### src/per2axi_pkg.sv
/*
  shared widths, buffer depths and channel payloads of the peripheral to AXI bridge
  imported by the bridge modules; the payload types size the channel buffers
*/

package per2axi_pkg;

  // --------------------------------------------------
  // widths
  // --------------------------------------------------
  localparam int unsigned PER_ADDR_W = 32;  // peripheral and AXI address
  localparam int unsigned DATA_W     = 32;
  localparam int unsigned STRB_W     = DATA_W / 8;
  localparam int unsigned PER_ID_W   = 5;   // id is passed through unchanged to AXI

  // buffer depths and outstanding counter width
  localparam int unsigned REQ_BUF_DEPTH  = 4;
  localparam int unsigned RESP_BUF_DEPTH = 2;
  localparam int unsigned CNT_W          = 4;

  // --------------------------------------------------
  // channel payloads
  // --------------------------------------------------
  typedef struct packed {
    logic [PER_ADDR_W-1:0] addr;
    logic [PER_ID_W-1:0]   id;
  } addr_chan_t;  // shared by AW and AR

  typedef struct packed {
    logic [DATA_W-1:0] data;
    logic [STRB_W-1:0] strb;
    logic              last;
  } w_chan_t;

  typedef struct packed {
    logic [DATA_W-1:0]   data;
    logic [PER_ID_W-1:0] id;
    logic                last;
  } r_chan_t;

  typedef struct packed {
    logic [PER_ID_W-1:0] id;
  } b_chan_t;

endpackage

### src/axi_spill_fifo.sv
/*
  fall-through FIFO with valid/ready on both sides, used as an elastic channel buffer
  an empty buffer shows its input at once and passes it on without storing it
  when the beat is taken in the same cycle
*/

module axi_spill_fifo #(
  parameter int unsigned DEPTH     = 2,
  parameter type         payload_t = logic
) (
  input  logic     clk_i,
  input  logic     rst_ni,
  input  logic     valid_i,
  output logic     ready_o,
  input  payload_t data_i,
  output logic     valid_o,
  input  logic     ready_i,
  output payload_t data_o
);

  localparam int unsigned PTR_W = (DEPTH > 1) ? $clog2(DEPTH) : 1;
  localparam int unsigned OCC_W = $clog2(DEPTH + 1);

  logic [PTR_W-1:0] rd_ptr_q;
  logic [PTR_W-1:0] wr_ptr_q;
  logic [OCC_W-1:0] occ_q;
  payload_t         mem_q [DEPTH];

  logic empty;
  logic push;
  logic pop;
  logic bypass;
  logic wr_en;
  logic rd_en;

  function automatic logic [PTR_W-1:0] next_ptr(input logic [PTR_W-1:0] ptr);
    return (ptr == PTR_W'(DEPTH - 1)) ? '0 : ptr + 1'b1;
  endfunction

  assign empty   = (occ_q == '0);
  assign ready_o = (occ_q != OCC_W'(DEPTH));
  assign valid_o = ~empty | valid_i;
  assign data_o  = empty ? data_i : mem_q[rd_ptr_q];

  assign push   = valid_i & ready_o;
  assign pop    = valid_o & ready_i;
  assign bypass = empty & push & pop;  // beat goes straight through
  assign wr_en  = push & ~bypass;
  assign rd_en  = pop & ~bypass;

  always_ff @(posedge clk_i or negedge rst_ni) begin
    if (!rst_ni) begin
      rd_ptr_q <= '0;
      wr_ptr_q <= '0;
      occ_q    <= '0;
    end else begin
      if (wr_en) wr_ptr_q <= next_ptr(wr_ptr_q);
      if (rd_en) rd_ptr_q <= next_ptr(rd_ptr_q);
      if (wr_en && !rd_en) begin
        occ_q <= occ_q + 1'b1;
      end else if (rd_en && !wr_en) begin
        occ_q <= occ_q - 1'b1;
      end
    end
  end

  always_ff @(posedge clk_i) begin
    if (wr_en) mem_q[wr_ptr_q] <= data_i;
  end

endmodule

### src/per2axi_req_channel.sv
/*
  turns a peripheral request into AXI buffer pushes
  a write pushes one AW and one W beat, a read pushes one AR beat,
  and the grant holds only while all three request buffers have room
*/

module per2axi_req_channel (
  input  logic                            per_req_i,
  input  logic [per2axi_pkg::PER_ADDR_W-1:0] per_addr_i,
  input  logic                            per_wen_i,  // low for a write
  input  logic [per2axi_pkg::DATA_W-1:0]  per_wdata_i,
  input  logic [per2axi_pkg::STRB_W-1:0]  per_be_i,
  input  logic [per2axi_pkg::PER_ID_W-1:0] per_id_i,
  output logic                            per_gnt_o,
  output logic                            aw_valid_o,
  input  logic                            aw_ready_i,
  output per2axi_pkg::addr_chan_t         aw_data_o,
  output logic                            w_valid_o,
  input  logic                            w_ready_i,
  output per2axi_pkg::w_chan_t            w_data_o,
  output logic                            ar_valid_o,
  input  logic                            ar_ready_i,
  output per2axi_pkg::addr_chan_t         ar_data_o
);

  logic accept;

  // grant looks at all three buffers so either request kind can go
  assign per_gnt_o = aw_ready_i & w_ready_i & ar_ready_i;
  assign accept    = per_req_i & per_gnt_o;

  assign aw_valid_o = accept & ~per_wen_i;
  assign w_valid_o  = accept & ~per_wen_i;
  assign ar_valid_o = accept & per_wen_i;

  assign aw_data_o = '{addr: per_addr_i, id: per_id_i};
  assign ar_data_o = '{addr: per_addr_i, id: per_id_i};

  // single beat bursts, so every W beat is the last one
  assign w_data_o = '{data: per_wdata_i, strb: per_be_i, last: 1'b1};

endmodule

### src/per2axi_res_channel.sv
/*
  merges buffered R and B beats onto the peripheral response port
  R wins when both are waiting, and only the selected buffer is popped
*/

module per2axi_res_channel (
  input  logic                             per_r_ready_i,
  output logic                             per_r_valid_o,
  output logic [per2axi_pkg::PER_ID_W-1:0] per_r_id_o,
  output logic [per2axi_pkg::DATA_W-1:0]   per_r_rdata_o,
  input  logic                             r_valid_i,
  input  per2axi_pkg::r_chan_t             r_data_i,
  output logic                             r_ready_o,
  input  logic                             b_valid_i,
  input  per2axi_pkg::b_chan_t             b_data_i,
  output logic                             b_ready_o
);

  // the response strobe only fires while the peripheral can take it
  assign per_r_valid_o = per_r_ready_i & (r_valid_i | b_valid_i);

  assign r_ready_o = per_r_ready_i;
  assign b_ready_o = per_r_ready_i & ~r_valid_i;  // B waits behind a pending R

  always_comb begin
    if (r_valid_i) begin
      per_r_id_o    = r_data_i.id;
      per_r_rdata_o = r_data_i.data;
    end else begin
      per_r_id_o    = b_data_i.id;
      per_r_rdata_o = '0;  // write responses carry no data
    end
  end

endmodule

### src/per2axi_busy_unit.sv
/*
  tracks outstanding AXI writes and reads and raises busy while any is open
  counter 0 follows AW pushes against B pops, counter 1 AR pushes against last R pops
*/

module per2axi_busy_unit (
  input  logic clk_i,
  input  logic rst_ni,
  input  logic aw_xfer_i,
  input  logic b_xfer_i,
  input  logic ar_xfer_i,
  input  logic r_last_xfer_i,
  output logic busy_o
);

  import per2axi_pkg::*;

  logic [1:0]       inc;
  logic [1:0]       dec;
  logic [CNT_W-1:0] cnt_q [2];

  assign inc = {ar_xfer_i, aw_xfer_i};
  assign dec = {r_last_xfer_i, b_xfer_i};

  for (genvar i = 0; i < 2; i++) begin : gen_cnt
    always_ff @(posedge clk_i or negedge rst_ni) begin
      if (!rst_ni) begin
        cnt_q[i] <= '0;
      end else if (inc[i] && !dec[i]) begin
        cnt_q[i] <= cnt_q[i] + 1'b1;
      end else if (dec[i] && !inc[i]) begin
        cnt_q[i] <= cnt_q[i] - 1'b1;
      end
    end
  end

  assign busy_o = (cnt_q[0] != '0) | (cnt_q[1] != '0);

endmodule

### src/per2axi.sv
/*
  peripheral to AXI bridge top level
  requests go through the request channel into the AW, W and AR buffers,
  R and B come back through their buffers and the response channel,
  and the busy unit watches the transfers in between
*/

module per2axi (
  input  logic                             clk_i,
  input  logic                             rst_ni,
  // peripheral request
  input  logic                             per_req_i,
  input  logic [per2axi_pkg::PER_ADDR_W-1:0] per_addr_i,
  input  logic                             per_wen_i,
  input  logic [per2axi_pkg::DATA_W-1:0]   per_wdata_i,
  input  logic [per2axi_pkg::STRB_W-1:0]   per_be_i,
  input  logic [per2axi_pkg::PER_ID_W-1:0] per_id_i,
  output logic                             per_gnt_o,
  // peripheral response
  input  logic                             per_r_ready_i,
  output logic                             per_r_valid_o,
  output logic [per2axi_pkg::PER_ID_W-1:0] per_r_id_o,
  output logic [per2axi_pkg::DATA_W-1:0]   per_r_rdata_o,
  output logic                             busy_o,
  // AXI master
  output logic                             axi_aw_valid_o,
  output logic [per2axi_pkg::PER_ADDR_W-1:0] axi_aw_addr_o,
  output logic [per2axi_pkg::PER_ID_W-1:0] axi_aw_id_o,
  input  logic                             axi_aw_ready_i,
  output logic                             axi_w_valid_o,
  output logic [per2axi_pkg::DATA_W-1:0]   axi_w_data_o,
  output logic [per2axi_pkg::STRB_W-1:0]   axi_w_strb_o,
  output logic                             axi_w_last_o,
  input  logic                             axi_w_ready_i,
  output logic                             axi_ar_valid_o,
  output logic [per2axi_pkg::PER_ADDR_W-1:0] axi_ar_addr_o,
  output logic [per2axi_pkg::PER_ID_W-1:0] axi_ar_id_o,
  input  logic                             axi_ar_ready_i,
  input  logic                             axi_r_valid_i,
  input  logic [per2axi_pkg::DATA_W-1:0]   axi_r_data_i,
  input  logic [per2axi_pkg::PER_ID_W-1:0] axi_r_id_i,
  input  logic                             axi_r_last_i,
  output logic                             axi_r_ready_o,
  input  logic                             axi_b_valid_i,
  input  logic [per2axi_pkg::PER_ID_W-1:0] axi_b_id_i,
  output logic                             axi_b_ready_o
);

  import per2axi_pkg::*;

  logic       aw_push_valid;
  logic       aw_push_ready;
  addr_chan_t aw_push_data;
  addr_chan_t aw_out;
  logic       w_push_valid;
  logic       w_push_ready;
  w_chan_t    w_push_data;
  w_chan_t    w_out;
  logic       ar_push_valid;
  logic       ar_push_ready;
  addr_chan_t ar_push_data;
  addr_chan_t ar_out;

  r_chan_t    r_in;
  logic       r_pop_valid;
  logic       r_pop_ready;
  r_chan_t    r_pop_data;
  b_chan_t    b_in;
  logic       b_pop_valid;
  logic       b_pop_ready;
  b_chan_t    b_pop_data;

  // --------------------------------------------------
  // request side
  // --------------------------------------------------
  per2axi_req_channel i_req_channel (
    .per_req_i,
    .per_addr_i,
    .per_wen_i,
    .per_wdata_i,
    .per_be_i,
    .per_id_i,
    .per_gnt_o,
    .aw_valid_o(aw_push_valid),
    .aw_ready_i(aw_push_ready),
    .aw_data_o (aw_push_data),
    .w_valid_o (w_push_valid),
    .w_ready_i (w_push_ready),
    .w_data_o  (w_push_data),
    .ar_valid_o(ar_push_valid),
    .ar_ready_i(ar_push_ready),
    .ar_data_o (ar_push_data)
  );

  axi_spill_fifo #(.DEPTH(REQ_BUF_DEPTH), .payload_t(addr_chan_t)) i_aw_buf (
    .clk_i,
    .rst_ni,
    .valid_i(aw_push_valid),
    .ready_o(aw_push_ready),
    .data_i (aw_push_data),
    .valid_o(axi_aw_valid_o),
    .ready_i(axi_aw_ready_i),
    .data_o (aw_out)
  );

  axi_spill_fifo #(.DEPTH(REQ_BUF_DEPTH), .payload_t(w_chan_t)) i_w_buf (
    .clk_i,
    .rst_ni,
    .valid_i(w_push_valid),
    .ready_o(w_push_ready),
    .data_i (w_push_data),
    .valid_o(axi_w_valid_o),
    .ready_i(axi_w_ready_i),
    .data_o (w_out)
  );

  axi_spill_fifo #(.DEPTH(REQ_BUF_DEPTH), .payload_t(addr_chan_t)) i_ar_buf (
    .clk_i,
    .rst_ni,
    .valid_i(ar_push_valid),
    .ready_o(ar_push_ready),
    .data_i (ar_push_data),
    .valid_o(axi_ar_valid_o),
    .ready_i(axi_ar_ready_i),
    .data_o (ar_out)
  );

  assign axi_aw_addr_o = aw_out.addr;
  assign axi_aw_id_o   = aw_out.id;
  assign axi_w_data_o  = w_out.data;
  assign axi_w_strb_o  = w_out.strb;
  assign axi_w_last_o  = w_out.last;
  assign axi_ar_addr_o = ar_out.addr;
  assign axi_ar_id_o   = ar_out.id;

  // --------------------------------------------------
  // response side
  // --------------------------------------------------
  assign r_in = '{data: axi_r_data_i, id: axi_r_id_i, last: axi_r_last_i};
  assign b_in = '{id: axi_b_id_i};

  axi_spill_fifo #(.DEPTH(RESP_BUF_DEPTH), .payload_t(r_chan_t)) i_r_buf (
    .clk_i,
    .rst_ni,
    .valid_i(axi_r_valid_i),
    .ready_o(axi_r_ready_o),
    .data_i (r_in),
    .valid_o(r_pop_valid),
    .ready_i(r_pop_ready),
    .data_o (r_pop_data)
  );

  axi_spill_fifo #(.DEPTH(RESP_BUF_DEPTH), .payload_t(b_chan_t)) i_b_buf (
    .clk_i,
    .rst_ni,
    .valid_i(axi_b_valid_i),
    .ready_o(axi_b_ready_o),
    .data_i (b_in),
    .valid_o(b_pop_valid),
    .ready_i(b_pop_ready),
    .data_o (b_pop_data)
  );

  per2axi_res_channel i_res_channel (
    .per_r_ready_i,
    .per_r_valid_o,
    .per_r_id_o,
    .per_r_rdata_o,
    .r_valid_i(r_pop_valid),
    .r_data_i (r_pop_data),
    .r_ready_o(r_pop_ready),
    .b_valid_i(b_pop_valid),
    .b_data_i (b_pop_data),
    .b_ready_o(b_pop_ready)
  );

  // a request counts as open from its push until its response leaves the buffer
  per2axi_busy_unit i_busy_unit (
    .clk_i,
    .rst_ni,
    .aw_xfer_i    (aw_push_valid & aw_push_ready),
    .b_xfer_i     (b_pop_valid & b_pop_ready),
    .ar_xfer_i    (ar_push_valid & ar_push_ready),
    .r_last_xfer_i(r_pop_valid & r_pop_ready & r_pop_data.last),
    .busy_o
  );

endmodule

### config.mk
export PLATFORM = sky130hd
export DESIGN_NAME = per2axi
export DESIGN_NICKNAME = d
export VERILOG_FILES = /design/src/per2axi_pkg.sv /design/src/axi_spill_fifo.sv /design/src/per2axi_req_channel.sv /design/src/per2axi_res_channel.sv /design/src/per2axi_busy_unit.sv /design/src/per2axi.sv
export SDC_FILE = /design/constraint.sdc
export NUM_CORES = 1
export LEC_CHECK = 0
export BUFFER_PORTS_ARGS = -buffer_cell sky130_fd_sc_hd__buf_2
export CAP_MARGIN = 20
export CORE_UTILIZATION = 52
export DETAILED_ROUTE_END_ITERATION = 10
export PLACE_DENSITY = 0.82
export SLEW_MARGIN = 25
export SYNTH_ARGS = -nofsm -noshare
export SYNTH_HDL_FRONTEND = slang
export SYNTH_SLANG_ARGS = --single-unit
export TNS_END_PERCENT = 5
### constraint.sdc
create_clock -name clk_i -period 2.9 [get_ports clk_i]
set_clock_uncertainty 0.05 [all_clocks]
set_input_delay 0.58 -clock clk_i [delete_from_list [all_inputs] [get_ports clk_i]]
set_output_delay 0.58 -clock clk_i [all_outputs]
set_load 0.1 [all_outputs]
# Word level (Yosys, flattened, before mapping)
# Memory sizes are Yosys's and may differ from the RTL's.
# Index checks and enable logic that the tools add are counted.
[word_totals]
regBits = 37
latch_bits = 0
mem_bits_rw = 526
rom_bits = 0
input_bits = 126
output_inout_bits = 156
word_cells = 197
n_memories = 5
[memory_table]
columns = ["memory", "depth", "width", "rd", "rd_clocked_by_memory_dff", "write_ports", "line", "text"]
rows = [
  ["i_ar_buf.mem_q", 4, 37, 1, 0, 1, "axi_spill_fifo.sv:27", "payload_t mem_q [DEPTH];"],
  ["i_aw_buf.mem_q", 4, 37, 1, 0, 1, "axi_spill_fifo.sv:27", ""],
  ["i_w_buf.mem_q", 4, 36, 1, 0, 1, "axi_spill_fifo.sv:27", ""],
  ["i_r_buf.mem_q", 2, 38, 1, 0, 1, "axi_spill_fifo.sv:27", ""],
  ["i_b_buf.mem_q", 2, 5, 1, 0, 1, "axi_spill_fifo.sv:27", ""],
]
[op_classes]
add_sub_neg = 24
multipliers = 0
div = 0
n_lt_le_gt_ge = 0
n_eq_ne = 11
n_shift = 0
n_mux = 41
bitwise_logic = 57
n_reduce_logical = 42
[ops]
columns = ["cell", "count"]
rows = [
  ["37-bit two-way mux", 3],
  ["1-bit bitwise AND", 38],
  ["38-bit two-way mux", 1],
  ["32-bit two-way mux", 1],
  ["2-bit two-way mux", 10],
  ["3-bit two-way mux", 6],
  ["2-bit by 1-bit adder with 2-bit output, second input constant", 8],
  ["4-bit two-way mux", 4],
  ["1-bit logical AND", 14],
  ["1-bit logical NOT", 14],
  ["1-bit two-way mux", 14],
  ["2-bit nonzero test", 7],
  ["2-bit equality test, second input constant", 6],
  ["1-bit inverter", 12],
  ["5-bit two-way mux", 2],
  ["3-bit by 1-bit adder with 3-bit output, second input constant", 3],
  ["3-bit logical NOT", 3],
  ["3-bit != test, second input constant", 3],
  ["3-bit by 1-bit subtractor with 3-bit output, second input constant", 3],
  ["4-bit by 1-bit adder with 4-bit output, second input constant", 2],
  ["4-bit nonzero test", 2],
  ["4-bit by 1-bit subtractor with 4-bit output, second input constant", 2],
  ["1-bit bitwise OR", 7],
  ["1-bit adder, second input constant", 4],
  ["3 further kinds", 6],
]

# Longest topological paths before layout
# Gate-level depths: netlist (run 1).
[depth]
ltp_word = 14
mapped_depth = 13

# Cells and area by module
# From an unflattened synthesis (run 1), not the netlist that was laid out.
[hier_totals]
cells_unflattened = 1317
area_unflattened_um2 = 24427.2
[modules_own_cells]
columns = ["mod", "instances", "cells_per_inst", "area_per_inst_um2", "seq_area_each_um2"]
rows = [
  ["axi_spill_fifo (i_ar_buf ...)", 3, 273, 6200.9, 4619.4],
  ["axi_spill_fifo (i_r_buf)", 1, 225, 3304.4, 2382.3],
  ["per2axi_req_channel", 1, 116, 870.8, 0.0],
  ["axi_spill_fifo (i_b_buf)", 1, 48, 663.1, 400.4],
  ["per2axi_busy_unit", 1, 61, 631.9, 200.2],
  ["per2axi_res_channel", 1, 44, 329.1, 0.0],
  ["per2axi", 1, 4, 25.0, 0.0],
]

# Worst setup path before layout (run 1)
# OpenSTA, ideal clock, no wires.
[synth_path]
kind = "reg-to-output"
startpoint = "register i_r_buf.rd_ptr_q"
endpoint = "output per_r_rdata_o[10] (netlist name)"
t_arrival_ns = 3.163
path_slack_ns = -0.893
stages_incl_launch_ff = 6
path_buffers = 3
path_cell_list = "dfrtp_1 clkbuf_1 buf_2 buf_2 mux2i_1 o21ai_0"
[synth_between]
elab_chain_len = 3
[synth_lines]
columns = ["element", "line", "text"]
rows = [
  ["start, declared", "axi_spill_fifo.sv:24", "logic [PTR_W-1:0] rd_ptr_q;"],
  ["start signal, assigned", "axi_spill_fifo.sv:58", "if (rd_en) rd_ptr_q <= next_ptr(rd_ptr_q);"],
  ["memory 2 x 38 bit", "-", ""],
  ["38-bit two-way mux", "axi_spill_fifo.sv:43", "assign data_o = empty ? data_i : mem_q[rd_ptr_q];"],
  ["32-bit two-way mux", "per2axi_res_channel.sv:26", "if (r_valid_i) begin"],
  ["end, declared", "per2axi.sv:23", "output logic [per2axi_pkg::DATA_W-1:0] per_r_rdata_o,"],
]
# No other way between the ends.

# Final worst setup path (run 1)
[layout_path]
startpoint = "register i_aw_buf.rd_ptr_q[0]"
endpoint = "output axi_aw_addr_o[3] (netlist name)"
[layout_between]
elab_chain_len = 2
[layout_lines]
columns = ["element", "line", "text"]
rows = [
  ["start, declared", "axi_spill_fifo.sv:24", ""],
  ["start signal, assigned", "axi_spill_fifo.sv:58", ""],
  ["memory 4 x 37 bit", "-", ""],
  ["37-bit two-way mux", "axi_spill_fifo.sv:43", ""],
  ["end, declared", "per2axi.sv:27", "output logic [per2axi_pkg::PER_ADDR_W-1:0] axi_aw_addr_o,"],
]
# No other way between the ends.

==> qor.csv, run 1 <==
metric,value,unit
total routing usage reported by global routing,23.0,%
number of I/O port buffers,280,
number of buffers added by the clock tree synthesis step,56,
flip-flop and latch area,16700,µm²
# rows,76,
die width,213,µm
antenna violations before repair,3,
Fin Hold WS,42.6,ps
wire length per cell after detailed routing,24.4,µm
startpoint types,register,
Sinks on Clock Net,563,
largest area contributor in the netlist,edfxtp_1,
"Hold Violations, Final",0,
leading cell type by number of instances after synthesis,edfxtp_1,
vias in the first global route,12703,
max-capacitance violation count,0,
biggest area contributors in the synthesized netlist,"edfxtp_1 (68%), mux4_2 (11%), mux2_2 (5.9%)",
wire length of the first global-routing pass,76300,µm
top cell types by occurrence after synthesis,"edfxtp_1 (526), mux2_2 (121), mux4_2 (110), mux2i_1 (45), o21ai_0 (42)",
post-layout min period,3030,ps
nets,1652,
critical-path maximum fanout,7,
final weighted congestion of routability-driven global placement,0.799,
total number of vias,12340,
area growth from synthesis to final layout,25.3,%
pre-CTS setup slack,40.2,ps
mean post-synth cell area,20.0,µm²
final setup vio count,83,
Std-Cell Core Area,43500,µm²
clock insertion delay at the later pin of the skew report,630,ps
relative max-transition margin,39.4,%
Die H,213,µm
number of different library cells in the post-synthesis netlist,47,
largest net degree at the start of global routing,65,
violated checks,setup timing,
fraction of final layout cells with drive strength greater than 1,45.0,%
Placed Instances,2007,
data arrival time of the worst path,2400,ps
post-detail-place hpwl,29200,µm
drt first pass iters,5,
final standard cell count with taps included and fillers excluded,2127,
drt via density,5.80,
synthesized netlist cell count,1158,
YS warnings,0,
unrepaired setup endpoints after global routing,yes,
proportion of register bits with asynchronous set or reset after synthesis,6.57,%
final wirelength,51900,µm
I/O pin count,282,
"EDFF count, synth",526,
Hold Path Class,in2async,
total of fill cells in the finished design,2727,
setup slack of the critical path after layout,-128,ps
global-route congestion overflow total,0,
Required @ worst endpoint,2270,ps
Tightest Pin Transition,908,ps
crit path kind,reg2out,
most used flip-flop cell after synthesis,edfxtp_1,
die area,45300,µm²
initial standard-cell utilization of the core,53.2,%
number of max-slew violations in the final report,0,
number of synthesized register bits,563,
synthesized net count,1313,
proportion of netlist area held by the largest area contributor,68.4,%
final total negative setup slack,-4980,ps
result of the run,"finished, violations left",
Final Cycle Share,104,%
CTS tree,yes,
CTS H-tree depth,2,
Multi-input gate area,6180,µm²
clock tree root buffer cell,clkbuf_16,
Longest Clk Path Bufs,3,
sequential element share of the synthesized area,72.4,%
netlist area before placement,23100,µm²
number of design-rule violations left by the first detailed-router iteration,1158,
detailed-route DRC error count,0,
post-route ant nets,0,
capturing element type of the critical path,output port,
Fmax achieved,330,MHz
clock slew at reported path FFs,60,ps
[registers in the layout (all words and copies together) (netlist names), 2 cells and up]
| signal | flops |
|---|---|
| i_r_buf.occ_q | 2 |
| i_w_buf.rd_ptr_q | 2 |
| i_w_buf.mem_q | 144 |
| i_ar_buf.occ_q | 3 |
| i_aw_buf.occ_q | 3 |
| i_aw_buf.mem_q | 148 |
| i_w_buf.occ_q | 3 |
| i_busy_unit.cnt_q | 8 |
| i_r_buf.mem_q | 76 |
| i_aw_buf.wr_ptr_q | 2 |
| i_b_buf.mem_q | 10 |
| i_aw_buf.rd_ptr_q | 2 |
| i_w_buf.wr_ptr_q | 2 |
| i_ar_buf.mem_q | 148 |
| i_ar_buf.wr_ptr_q | 2 |
| i_ar_buf.rd_ptr_q | 2 |
| i_b_buf.occ_q | 2 |
[cell type report]
class,count,share of cell area (%)
well taps,585,2.53
diodes,1,0.00864
multi-input cells,519,21.3
clock inverters,37,1.10
clock buffers,65,4.99
flip-flops and latches,563,57.8
inverters,14,0.181
repair buffers,343,12.1
[metal layers]
| layer | GRT usage [%] | part of all wire, % |
|---|---|---|
| met5 | 0 | 0.044 |
| met4 | 6.70 | 2.4 |
| met1 | 29.6 | 39 |
| met2 | 39.3 | 50 |
| met3 | 5.18 | 7.9 |
[repair_timing]
action / in CTS / in global routing
gates cloned: 7 / 1
hold buffers: 0 / 0
resized for setup: 303 / 47
pin swaps: 1 / 1
endpoints found under the setup margin: 147 / 148
setup buffers: 7 / 2
[critical path, cell delays in order, from the launching register on]
cell	delay [ps]
dfrtp_2	430
buf_6	150
buf_16	150
mux4_2	540
mux2_4	310
buf_12	170
[metrics by stage]
stage / instance area [µm²] / utilization (%)
floorplan: 23100 / -
global placement: 25700 / 59.2
detailed placement: 25700 / 59.2
CTS: 28800 / 66.2
global route: 29000 / 66.6
finish: 29000 / 66.6
[cells by family (layout without fill, tap and decap cells)]
family,count (synthesis),in the layout,share of synthesized area (%)
adder cells (fa/ha/maj),29,29,1.73
buffers and inverters,76,459,1.67
AND/OR/NAND/NOR,112,112,2.64
multiplexers,280,280,18.8
AO/OA/AOI/OAI,78,78,2.11
flip-flops,563,563,72.4
other,1,2,0.0162
XOR/XNOR,19,19,0.720
[layout by cell type, fill, tap and decap left out, types with 7 or more instances in the layout]
cell type	count
edfxtp_1	526
buf_2	130
mux4_2	110
mux2_2	99
buf_6	77
buf_4	61
clkbuf_16	57
buf_12	57
mux2i_1	45
o21ai_0	36
nand3_1	34
dfrtp_1	28
ha_1	24
mux2_4	22
nand2_1	16
nor2_1	15
inv_1	14
clkinv_1	14
xnor2_1	12
clkinv_2	10
a21oi_1	9
nor3_1	9
and2_2	8
clkbuf_1	8
dfrtp_2	8
buf_8	8
nand2b_1	7
xor2_1	7
buf_16	7
[path summary, 6_finish.rpt]
check,from,end,slack [ps],cells after the start
hold / removal,rst_ni,i_aw_buf.rd_ptr_q[1],40,1
setup reg to reg,i_aw_buf.occ_q[0],i_busy_unit.cnt_q[7],210,9
hold reg to reg,i_b_buf.wr_ptr_q,i_b_buf.wr_ptr_q,450,1
max in group asynchronous,rst_ni,i_ar_buf.rd_ptr_q[1],2100,1
min in group clk_i,axi_b_id_i[3],i_b_buf.mem_q[0][3],140,1
setup / recovery,i_aw_buf.rd_ptr_q[0],axi_aw_addr_o[3],-130,5
Power of run 1 is left out: the tool's default activity adds up to more than one toggle a clock period on the data nets, which glitch-free logic cannot reach.
==> run 2, diff against run 1 <==
--- a/config.mk
+++ b/config.mk
@@ -7,9 +7,11 @@
 export LEC_CHECK = 0
 export BUFFER_PORTS_ARGS = -buffer_cell sky130_fd_sc_hd__buf_2
 export CAP_MARGIN = 20
-export CORE_UTILIZATION = 52
+export CELL_PAD_IN_SITES_DETAIL_PLACEMENT = 2
+export CELL_PAD_IN_SITES_GLOBAL_PLACEMENT = 2
+export CORE_UTILIZATION = 40
 export DETAILED_ROUTE_END_ITERATION = 10
-export PLACE_DENSITY = 0.82
+export PLACE_DENSITY = 0.83
 export SLEW_MARGIN = 25
 export SYNTH_ARGS = -nofsm -noshare
 export SYNTH_HDL_FRONTEND = slang
==> run 2 against run 1 <==
The run still ends with setup timing left. Count of clock-buffer cells in the layout is the same. Fmax is 0.26% lower. Die area rose by 30%. Hold slack gained 76 ps. Final cell count grew 9.2%. Critical path type unchanged.
==> qor.csv, run 2 (synthesis gave the netlist of run 1 again) <==
metric,value,unit,change
clock slew at reported path FFs,70,ps,about the same
Final Cycle Share,105,%,+0.27 points
Sinks on Clock Net,563,,unchanged
cell repeated most along the worst path,buf_12,,
vias in the first global route,14437,,+14%
clock tree root buffer cell,clkbuf_16,,
die width,242,µm,+14%
startpoint types,register,,
area growth from synthesis to final layout,28.6,%,
final total negative setup slack,-7650,ps,-2670 ps
CTS H-tree depth,2,,unchanged
Die H,242,µm,+14%
most used routing layer in global routing,met2,,
violated checks,setup timing,,
crit-path max cell delay,510,ps,-30 ps
largest registers,"i_ar_buf.mem_q (148), i_aw_buf.mem_q (148), i_w_buf.mem_q (144)",,
final setup vio count,107,,+29%
wire length of the first global-routing pass,102000,µm,+34%
I/O pin count,282,,unchanged
clock insertion delay at the later pin of the skew report,650,ps,+20 ps
total number of vias,12852,,+4.1%
final weighted congestion of routability-driven global placement,0.775,,-3.1%
Fmax achieved,329,MHz,-0.26%
Critical-path top delay cell,mux4_2,,
CTS tree,yes,,
number of I/O port buffers,280,,unchanged
grt met2 use,42.6,%,+3.4 points
antenna violations before repair,7,,+4
largest net degree at the start of global routing,65,,unchanged
global-route congestion overflow total,0,,unchanged
max-capacitance violation count,0,,unchanged
crit path kind,reg2out,,
result of the run,"finished, violations left",,
critical-path maximum fanout,7,,unchanged
Longest Clk Path Bufs,3,,unchanged
fraction of final layout cells with drive strength greater than 1,46.9,%,+1.9 points
drt first pass iters,5,,unchanged
number of buffers added by the clock tree synthesis step,58,,+3.6%
unrepaired setup endpoints after global routing,yes,,
nets,1666,,+0.85%
total of fill cells in the finished design,4840,,+77%
drt via density,5.53,,-4.6%
die area,58700,µm²,+30%
cell-by-cell listing of the critical path,buf_12 > buf_12 > mux4_2 > mux2_2 > buf_6,,
number of design-rule violations left by the first detailed-router iteration,973,,-16%
"commonest cells after routing, fill and taps aside","edfxtp_1 (526), buf_2 (128), mux4_2 (110), mux2_2 (86), buf_6 (86)",,
initial standard-cell utilization of the core,40.7,%,-12 points
Tightest Pin Transition,978,ps,+69.9 ps
critical path buffer and inverter count,3,,unchanged
wire length per cell after detailed routing,30.5,µm,+25%
number of max-slew violations in the final report,0,,unchanged
cell type group with the largest total delay on the critical path,multiplexers,,
Std-Cell Core Area,56700,µm²,+31%
met1 Track Usage GR,29.2,%,-0.39 points
post-detail-place hpwl,40100,µm,+37%
final wirelength,70800,µm,+36%
capturing element type of the critical path,output port,,
detailed-route DRC error count,0,,unchanged
data arrival time of the worst path,2410,ps,about the same
Required @ worst endpoint,2270,ps,about the same
Hold Path Class,in2reg,,
most common library cell in the layout ignoring fill and taps,edfxtp_1,,
"Hold Violations, Final",0,,unchanged
post-route ant nets,0,,unchanged
# rows,87,,+14%
total routing usage reported by global routing,23.7,%,+0.73 points
setup slack of the critical path after layout,-136,ps,-7.87 ps
post-layout min period,3040,ps,+7.87 ps
met3 routing resource usage after global routing,4.26,%,-0.91 points
relative max-transition margin,34.1,%,-5.4 points
## run 2: cell types whose count changed in the layout (fill, tap and decap cells not counted), sizes merged
cell and change:
buf +10, bufbuf -1, bufinv +3, clkbuf +2, clkinv +3, clkinvlp +3, diode +5, dlygate4sd3 +1
inv -2
## run 2: area by class of cell
type	instances	area (µm²)	area share, %
repair buffers	355	3790	12.8
diodes	6	15.0	0.0505
flip-flops and latches	563	16700	56.4
multi-input cells	519	6240	21.0
well taps	756	946	3.18
clock inverters	44	413	1.39
inverters	14	52.6	0.177
clock buffers	65	1510	5.08
## run 2: per-layer routing
layer  share of wire [%]  vias up
met5               0.014        -
met3                 5.8      109
li1                    -     5409
met1                  38     6860
met4                 2.6        2
met2                  53      472
## run 2: timing repair
action                                  4_1_cts  5_1_grt
cloned                                        3        3
hold buffers                                  0        1
endpoints found under the setup margin      145      130
pin swaps                                     3        1
hold endpoints to repair                      0       37
buffers inserted                             12        4
resized for setup                           333       68
## run 2: path summary, 6_finish.rpt
check,startpoint,to,slack [ps],depth (start not counted)
max,i_ar_buf.rd_ptr_q[0],axi_ar_addr_o[11],-140,5
min,axi_b_id_i[3],i_b_buf.mem_q[0][3],120,1
max reg2reg,i_ar_buf.occ_q[0],i_busy_unit.cnt_q[7],80,11
min reg2reg,i_b_buf.wr_ptr_q,i_b_buf.wr_ptr_q,490,1
max in group asynchronous,rst_ni,i_ar_buf.rd_ptr_q[0],1870,2
min in group asynchronous,rst_ni,i_b_buf.wr_ptr_q,460,2
## run 2: worst register-to-register path, stage by stage (launching register included)
cell and delay, ps:
dfrtp_2 430, buf_4 160, or3b_4 390, nand4_2 130
inv_1 70, ha_2 220, inv_2 120, ha_1 260
a21o_1 240, a21oi_2 220, mux2i_1 260, o31ai_1 130
## run 2: metrics by stage
step / worst slack [ps] / hold WS [ps] / util, % / std cells / instance area [µm²]
after floorplan: -759 / 234 / - / 1158 / 23100
after global placement: 79.0 / 429 / 46.0 / 2185 / 26100
after detailed placement: -103 / 479 / 46.0 / 2185 / 26100
after CTS: -201 / 56.0 / 51.7 / 2308 / 29300
after global routing: -199 / 104 / 52.4 / 2319 / 29700
final: -136 / 118 / 52.4 / 2322 / 29700
Power of run 2 is left out for the same reason.
